## src/logic/nabp_pkg.sv

```systemverilog
package nabp_pkg;

    // projection angle in whole degrees, 0 to 179
    typedef logic [7:0] angle_t;

    // scan decode boundaries
    localparam angle_t ANGLE_45  = 8'd45;
    localparam angle_t ANGLE_90  = 8'd90;
    localparam angle_t ANGLE_135 = 8'd135;

    typedef logic signed [15:0] sample_t;

    // index into a filtered line
    typedef logic [5:0] addr_t;

    // taps per window carried to the processing elements
    localparam int PE_TAPS = 4;

    typedef enum logic {
        scan_x,
        scan_y
    } scan_mode_t;

    typedef enum logic {
        scan_forward,
        scan_reverse
    } scan_dir_t;

    typedef enum logic [3:0] {
        ready_s,
        setup_1_s,
        setup_2_s,
        setup_3_s,
        fill_s,
        fill_and_shift_setup_1_s,
        fill_and_shift_setup_2_s,
        fill_and_shift_setup_3_s,
        fill_and_shift_s,
        shift_s
    } swap_state_t;

    // one side of the filtered RAM
    typedef struct packed {
        angle_t angle;
        logic   valid;
    } fr_angle_t;

    typedef struct packed {
        logic                    pe_kick;
        scan_mode_t              pe_scan_mode;
        scan_dir_t               pe_scan_direction;
        sample_t [PE_TAPS-1:0]   taps;
    } pe_out_t;

endpackage

```

## src/logic/shifter_lut.sv

```systemverilog
`timescale 1ns/1ps

module shifter_lut
    import nabp_pkg::*;
(
    input  logic   clk,
    input  angle_t angle,
    output addr_t  accu_base
);

    localparam int BASE_STEP = 4;

    // angle folded into one 45 degree octant
    angle_t folded;

    // start address within the filtered line
    addr_t base;

    always_comb
    begin
        folded = angle % ANGLE_45;
        base   = addr_t'(folded / BASE_STEP);
    end

    // registered table output, one cycle behind the angle
    always_ff @(posedge clk)
    begin
        accu_base <= base;
    end

endmodule

```

## src/logic/mapper_lut.sv

```systemverilog
`timescale 1ns/1ps

module mapper_lut
    import nabp_pkg::*;
(
    input  logic   clk,
    input  angle_t angle,
    output addr_t  stride
);

    // window stride per scan mode
    localparam addr_t STRIDE_X = 6'd1;
    localparam addr_t STRIDE_Y = 6'd2;

    scan_mode_t mode;

    // same boundaries as the scan decode, but for the filling side
    always_comb
    begin
        if (angle < ANGLE_45 || angle >= ANGLE_135)
            mode = scan_x;
        else
            mode = scan_y;
    end

    always_ff @(posedge clk)
    begin
        case (mode)
            scan_x:
                stride <= STRIDE_X;
            default:
                stride <= STRIDE_Y;
        endcase
    end

endmodule

```

## src/logic/processing_swappable.sv

```systemverilog
`timescale 1ns/1ps

module processing_swappable
    import nabp_pkg::*;
#(
    parameter int LINE_LEN   = 32,
    parameter int PARTITIONS = 4
)
(
    input  logic                    clk,
    input  logic                    reset_n,
    input  logic                    fill_kick,
    input  logic                    shift_kick,
    input  addr_t                   accu_base,
    input  addr_t                   stride,
    input  sample_t                 fr_val,
    output addr_t                   s_val,
    output logic                    fill_done,
    output logic                    shift_done,
    output logic                    pe_kick,
    output sample_t [PARTITIONS-1:0] taps
);

    localparam int CNT_W = $clog2(LINE_LEN);

    // line buffer, written by the fill and read by the shift
    sample_t line_q [LINE_LEN];

    logic             filling;
    logic [CNT_W-1:0] fill_cnt;
    addr_t            fill_addr;

    logic             shifting;
    addr_t            win_start;
    addr_t            line_stride;

    // fill sequencer
    always_ff @(posedge clk)
    begin
        if (reset_n)
        begin
            filling   <= 1'b0;
            fill_done <= 1'b0;
            fill_cnt  <= '0;
            fill_addr <= '0;
        end
        else if (fill_kick)
        begin
            filling   <= 1'b1;
            fill_done <= 1'b0;
            fill_cnt  <= '0;
            fill_addr <= accu_base;
        end
        else if (filling)
        begin
            fill_cnt  <= fill_cnt + 1'b1;
            fill_addr <= fill_addr + 1'b1;
            if (fill_cnt == CNT_W'(LINE_LEN - 1))
            begin
                filling   <= 1'b0;
                fill_done <= 1'b1;
            end
        end
    end

    // RAM returns the sample in the same cycle
    always_ff @(posedge clk)
    begin
        if (filling)
        begin
            line_q[fill_cnt] <= fr_val;
        end
    end

    // stride comes from the table while it still shows the filled angle
    always_ff @(posedge clk)
    begin
        if (fill_kick)
        begin
            line_stride <= stride;
        end
    end

    // shift sequencer, one window per cycle
    always_ff @(posedge clk)
    begin
        if (reset_n)
        begin
            shifting   <= 1'b0;
            shift_done <= 1'b0;
            win_start  <= '0;
        end
        else if (shift_kick)
        begin
            shifting   <= 1'b1;
            shift_done <= 1'b0;
            win_start  <= '0;
        end
        else if (shifting)
        begin
            // stop on the last window that still fits the line
            if (int'(win_start) + int'(line_stride) + PARTITIONS > LINE_LEN)
            begin
                shifting   <= 1'b0;
                shift_done <= 1'b1;
            end
            else
            begin
                win_start <= win_start + line_stride;
            end
        end
    end

    assign s_val   = fill_addr;
    assign pe_kick = shifting;

    // tap window at the current start
    always_comb
    begin
        for (int i = 0; i < PARTITIONS; i++)
        begin
            taps[i] = line_q[int'(win_start) + i];
        end
    end

endmodule

```

## src/logic/processing_swap_control.sv

```systemverilog
`timescale 1ns/1ps

module processing_swap_control
    import nabp_pkg::*;
#(
    parameter int LINE_LEN   = 32,
    parameter int PARTITIONS = PE_TAPS
)
(
    input  logic      clk,
    input  logic      reset_n,
    input  fr_angle_t fr0,
    input  fr_angle_t fr1,
    input  logic      fr_next_angle_ack,
    input  sample_t   fr0_val,
    input  sample_t   fr1_val,
    output addr_t     fr0_s_val,
    output addr_t     fr1_s_val,
    output logic      fr_next_angle,
    output logic      fr_done,
    output pe_out_t   pe
);

    swap_state_t state;
    swap_state_t next_state;

    // sel = 0 means swappable 0 fills and swappable 1 shifts
    logic sel;
    logic swap;

    logic fill_kick;
    logic shift_kick;
    logic fill_done;
    logic shift_done;

    logic sw0_fill_kick;
    logic sw1_fill_kick;
    logic sw0_shift_kick;
    logic sw1_shift_kick;
    logic sw0_fill_done;
    logic sw1_fill_done;
    logic sw0_shift_done;
    logic sw1_shift_done;
    logic sw0_pe_kick;
    logic sw1_pe_kick;

    addr_t   sw0_s_val;
    addr_t   sw1_s_val;
    sample_t sw0_fr_val;
    sample_t sw1_fr_val;
    sample_t [PARTITIONS-1:0] sw0_taps;
    sample_t [PARTITIONS-1:0] sw1_taps;

    addr_t accu_base;
    addr_t stride;

    always_ff @(posedge clk)
    begin
        if (reset_n)
        begin
            state <= ready_s;
            sel   <= 1'b0;
        end
        else
        begin
            state <= next_state;
            if (swap)
                sel <= ~sel;
        end
    end

    always_comb
    begin
        next_state = state;
        case (state)
            ready_s:
                if (fr_next_angle_ack)
                    next_state = setup_1_s;
            setup_1_s:
                next_state = setup_2_s;
            setup_2_s:
                next_state = setup_3_s;
            setup_3_s:
                next_state = fill_s;
            fill_s:
                if (fr_next_angle_ack)
                    next_state = fill_and_shift_setup_1_s;
            fill_and_shift_setup_1_s:
                next_state = fill_and_shift_setup_2_s;
            fill_and_shift_setup_2_s:
                next_state = fill_and_shift_setup_3_s;
            fill_and_shift_setup_3_s:
                if (fr0.valid)
                    next_state = fill_and_shift_s;
                else
                    next_state = shift_s;
            fill_and_shift_s:
                if (fr_next_angle_ack)
                    next_state = fill_and_shift_setup_1_s;
            shift_s:
                if (shift_done)
                    next_state = ready_s;
            default:
                next_state = ready_s;
        endcase
    end

    // last setup cycle swaps roles and kicks both sides
    assign swap       = (state == setup_3_s) || (state == fill_and_shift_setup_3_s);
    assign fill_kick  = swap && fr0.valid;
    assign shift_kick = swap && fr1.valid;

    // kicks follow the roles after the toggle
    assign sw0_fill_kick  = fill_kick && sel;
    assign sw1_fill_kick  = fill_kick && !sel;
    assign sw0_shift_kick = shift_kick && !sel;
    assign sw1_shift_kick = shift_kick && sel;

    assign fill_done  = sel ? sw1_fill_done : sw0_fill_done;
    assign shift_done = sel ? sw0_shift_done : sw1_shift_done;

    // RAM address and data crossing
    assign fr0_s_val  = sel ? sw1_s_val : sw0_s_val;
    assign fr1_s_val  = sel ? sw0_s_val : sw1_s_val;
    assign sw0_fr_val = sel ? fr1_val : fr0_val;
    assign sw1_fr_val = sel ? fr0_val : fr1_val;

    assign fr_done = (state != ready_s) && (next_state == ready_s);

    always_comb
    begin
        fr_next_angle = 1'b0;
        case (state)
            ready_s:
                fr_next_angle = 1'b1;
            fill_s:
                fr_next_angle = fill_done;
            fill_and_shift_s:
                fr_next_angle = fill_done && shift_done;
            default:
                fr_next_angle = 1'b0;
        endcase
    end

    // outputs to the processing elements, scan decode from the shifted angle
    always_comb
    begin
        pe.pe_kick = sel ? sw0_pe_kick : sw1_pe_kick;
        pe.taps    = sel ? sw0_taps : sw1_taps;
        if (fr1.angle < ANGLE_45 || fr1.angle >= ANGLE_135)
            pe.pe_scan_mode = scan_x;
        else
            pe.pe_scan_mode = scan_y;
        if (fr1.angle < ANGLE_90)
            pe.pe_scan_direction = scan_forward;
        else
            pe.pe_scan_direction = scan_reverse;
    end

    processing_swappable #(
        .LINE_LEN   (LINE_LEN),
        .PARTITIONS (PARTITIONS)
    ) sw0_inst (
        .clk        (clk),
        .reset_n    (reset_n),
        .fill_kick  (sw0_fill_kick),
        .shift_kick (sw0_shift_kick),
        .accu_base  (accu_base),
        .stride     (stride),
        .fr_val     (sw0_fr_val),
        .s_val      (sw0_s_val),
        .fill_done  (sw0_fill_done),
        .shift_done (sw0_shift_done),
        .pe_kick    (sw0_pe_kick),
        .taps       (sw0_taps)
    );

    processing_swappable #(
        .LINE_LEN   (LINE_LEN),
        .PARTITIONS (PARTITIONS)
    ) sw1_inst (
        .clk        (clk),
        .reset_n    (reset_n),
        .fill_kick  (sw1_fill_kick),
        .shift_kick (sw1_shift_kick),
        .accu_base  (accu_base),
        .stride     (stride),
        .fr_val     (sw1_fr_val),
        .s_val      (sw1_s_val),
        .fill_done  (sw1_fill_done),
        .shift_done (sw1_shift_done),
        .pe_kick    (sw1_pe_kick),
        .taps       (sw1_taps)
    );

    // both tables follow the angle waiting to be filled
    shifter_lut shifter_lut_inst (
        .clk       (clk),
        .angle     (fr0.angle),
        .accu_base (accu_base)
    );

    mapper_lut mapper_lut_inst (
        .clk    (clk),
        .angle  (fr0.angle),
        .stride (stride)
    );

endmodule

```

## config.mk

```make
export PLATFORM = sky130hd
export DESIGN_NAME = processing_swap_control
export DESIGN_NICKNAME = d
export VERILOG_FILES = /design/src/logic/nabp_pkg.sv /design/src/logic/shifter_lut.sv /design/src/logic/mapper_lut.sv /design/src/logic/processing_swappable.sv /design/src/logic/processing_swap_control.sv
export SDC_FILE = /design/constraint.sdc
export NUM_CORES = 2
export LEC_CHECK = 0
export BUFFER_PORTS_ARGS = -buffer_cell sky130_fd_sc_hd__buf_4
export CORE_MARGIN = 2
export CORE_UTILIZATION = 55
export DETAILED_ROUTE_END_ITERATION = 6
export PLACE_DENSITY = 0.7
export SETUP_SLACK_MARGIN = 0.4
export SYNTH_ARGS = -nofsm -noshare
export SYNTH_HDL_FRONTEND = slang
export SYNTH_SLANG_ARGS = --single-unit
```

## constraint.sdc

```tcl
create_clock -name clk -period 6.9 [get_ports clk]
set_clock_uncertainty 0.2 [all_clocks]
set_input_delay 0.69 -clock clk [delete_from_list [all_inputs] [get_ports clk]]
set_output_delay 0.69 -clock clk [all_outputs]
set_load 0.1 [all_outputs]
```

==> flow_summary.yaml <==
outcome:
  status: "finished clean"
die:
  initial_core_util: 0.555
  die_w_um: 355
  fp.coreArea_um2: 122000
  io_pins: 134
  die_h_um: 355
  num_rows: 128
  die_area_um2: 126000
detailed_routing:
  routed_wl_um: 222000
  drtIter0Drc: 7458
  vias_per_cell: 8.29
  firstDrtPassIters: 6
  drt.antenna.violating_nets: 0
  vias: 43600
  post_drt_wl_per_cell_um: 42.2
  drc: 0
final_layout:
  final_cell_mix: "mux4_2 (1280), edfxtp_1 (1028), buf_4 (260)"
  drive_above_1_share: 0.534
  regArea_um2: 32200
  final_common_cell: "mux4_2"
  layout-area-overhead-vs-synth_pct: 10.5
  fill_cells: 8453
  antenna_cells: 0
  layout.nets: 3612
  fin_area_um2: 74700
  multiInputGateArea_um2: 34200
synth:
  ys_warn_count: 0
  syn_area_um2: 67600
  ys.flop_type: "edfxtp_1"
  synthArstFlopShare: 0
  syn_inst: 3481
  synth_enable_flop_cells: 1028
  ys_ff_latch: 1093
  synth_area_per_cell_um2: 19.4
  synth-seq-area-share: 0.476
  yosysUniqueCellTypes: 53
pwr:
  power_switching_w: 0.00373
  leakagePower_nw: 21.5
  powerDensity_nw_per_um2: 202
  netSwitchingFraction: 0.247
  vdd_drop_max_mv: 0.219
  power_frac_comb: 0.088
  power.total_w: 0.0151
  share_seq_of_total_power: 0.491
  pwr-share-clk: 0.421
  internal_power_w: 0.0113
worst_setup_path:
  crit_path_max_fanout: 37
  r2r_cells: 10
  ff2ff_setup_slack_ps: 2950
  cp.required_ps: 6010
  critPathKind: "flop to output pin"
  r2r-start: "sw0_inst.win_start[0]$_SDFFE_PP0P_"
  worst_ep_arrival_time_ps: 5490
  start_kind: "flop"
  cp-end-kind: "output pin"
global_route:
  grt-ovfl-total: 0
  grt_pass1_wl_um: 316000
  grt_pass1_vias: 42700
  antenna_found_initial: 2
  track_usage: 0.357
  grt_max_degree: 133
clock_network:
  ctsLongestPathBuffers: 3
  cts_setup_buffers: 0
  cts_tree: "built"
  path_clk_slew_ps: 60
  root_buffer: "clkbuf_16"
  cts_sinks: 1093
  insertion_delay_ps: 720
  numCtsBuffers: 117
  h-tree-depth: 3
job:
  cap_violations: 0
timing:
  setup-tns-final_ps: 0
  setup_slack_ps: 524
  setup_violations: 0
  rsz0062_at_grt: "true"
  max_slew.worst_pin.slew_ps: 1460
  slew_viol_final: 0
  fin_crit_ps: 6380
  max_slew_margin: 0.0168
  final-hold-violation-count: 0
  fin_crit_sh: 0.924
  max_clock_freq_mhz: 157
  whs_ps: 124
placement:
  dp_hpwl_um: 139000
  post-place-ws_ps: 1160
  place_area_um2: 70900
  portBuffers: 133
  gp_congestion: 0.931
min_path:
  holdPathEnd: "mapper_lut_inst.stride[0]$_DFF_P_"
  hp-class: "primary input to flop"
  min_path_cells: 2
  hold_start: "fr0[8]"
==> through the flow <==
step,cells,utilization
CTS,5258,0.613
global placement,5039,0.582
global route,5258,0.613
finish,5258,0.613
floorplan,3482,-
detailed placement,5039,0.582
==> power groups by stage <==
stage                     Combinational (W)  Clock, W  Sequential [W]
after global routing                0.00137   0.00664         0.00741
after CTS                           0.00130   0.00638         0.00741
after global placement              0.00127         0         0.00755
after floorplan                    0.000928         0         0.00752
final                               0.00133   0.00634         0.00741
after detailed placement            0.00130         0         0.00755
==> registers in the layout, indices dropped and copies added, names as in the netlist, 4 cells and up, named ones only <==
signal and cells:
sw1_inst.win_start 6, sw1_inst.s_val 6, sw1_inst.fill_cnt 5, sw0_inst.win_start 6, sw0_inst.s_val 6, state 4, sw1_inst.line_q 512, shifter_lut_inst.accu_base 6
sw0_inst.line_q 512, sw0_inst.fill_cnt 5
==> synth_stat cells, types with 2 or more instances <==
library cell	number	area (um2)
a211oi_1	45	338
a21boi_0	3	22.5
a21oi_1	30	150
a31oi_1	37	231
and2_1	2	12.5
and3_1	4	25.0
and3b_1	2	17.5
and4b_1	2	20.0
buf_1	28	105
buf_2	126	631
buf_4	20	150
buf_6	14	158
clkbuf_1	161	604
dfxtp_1	65	1300
edfxtp_1	1028	30900
fa_1	2	40.0
ha_1	24	300
inv_1	17	63.8
mux2_2	79	890
mux2i_1	43	430
mux4_2	1280	28800
nand2_1	122	458
nand2b_1	13	81.3
nand3_1	19	95.1
nand3b_1	7	52.6
nand4_1	8	50.1
nor2_1	92	345
nor2b_1	37	231
nor3_1	30	150
nor3b_1	6	45.0
nor4_1	3	18.8
o211a_1	2	20.0
o211ai_1	6	45.0
o21ai_0	37	185
o21ai_1	16	80.1
o22a_1	2	17.5
or2_2	3	18.8
or3_1	4	25.0
or3b_2	2	17.5
xnor2_1	27	236
xor2_1	21	184
==> area by class of cell <==
| class | instances | area share |
|---|---|---|
| clock buffer | 132 | 0.0405 |
| multi-input combinational | 2022 | 0.458 |
| inverter | 18 | 0.000904 |
| clock inverter | 87 | 0.0107 |
| tap | 1625 | 0.0272 |
| timing repair buffer | 281 | 0.0317 |
| sequential | 1093 | 0.431 |
==> repair_timing <==
item	CTS	global route
endpoints found under the hold margin	0	0
pin swaps	0	0
gates resized for setup	1	2
endpoints found under the setup margin	1	2
hold buffers	0	0
==> cells by family after synthesis <==
logic type / synth area share
compound gates: 0.0170
simple gates: 0.0248
buf+inv: 0.0254
flops: 0.476
xor+xnor: 0.00622
other cells: 0.0000554
fa+ha+maj: 0.00518
mux: 0.446
==> per-layer routing <==
metal,global-route usage,part of all wire,up-vias
met3,0.140,0.17,611
met2,0.500,0.44,4505
met1,0.502,0.34,22800
li1,-,-,15700
met5,0,0.000072,-
met4,0.151,0.053,2
==> worst max path at each step <==
| stage | start | to | cells after the start |
|---|---|---|---|
| final | sw1_inst.win_start[0]$_SDFFE_PP0P_ | pe[28] | 11 |
| after global routing | sw1_inst.win_start[0]$_SDFFE_PP0P_ | pe[58] | 10 |
| after CTS | sw1_inst.win_start[0]$_SDFFE_PP0P_ | pe[59] | 10 |
| after detailed placement | sw1_inst.win_start[0]$_SDFFE_PP0P_ | pe[60] | 10 |
| after global placement | sw1_inst.win_start[0]$_SDFFE_PP0P_ | pe[60] | 10 |
| after floorplan | sw0_inst.win_start[0]$_SDFFE_PP0P_ | pe[48] | 13 |
==> worst max-delay path: stages (launching register included) <==
cell and delay (ps):
dfxtp_4 760, ha_1 370, xor2_4 540, buf_12 330
buf_4 330, mux4_2 370, mux4_2 500, nor2b_1 150
a211oi_1 630, buf_4 240, a31oi_1 120, buf_4 360
(Power assumes the default switching activity.)
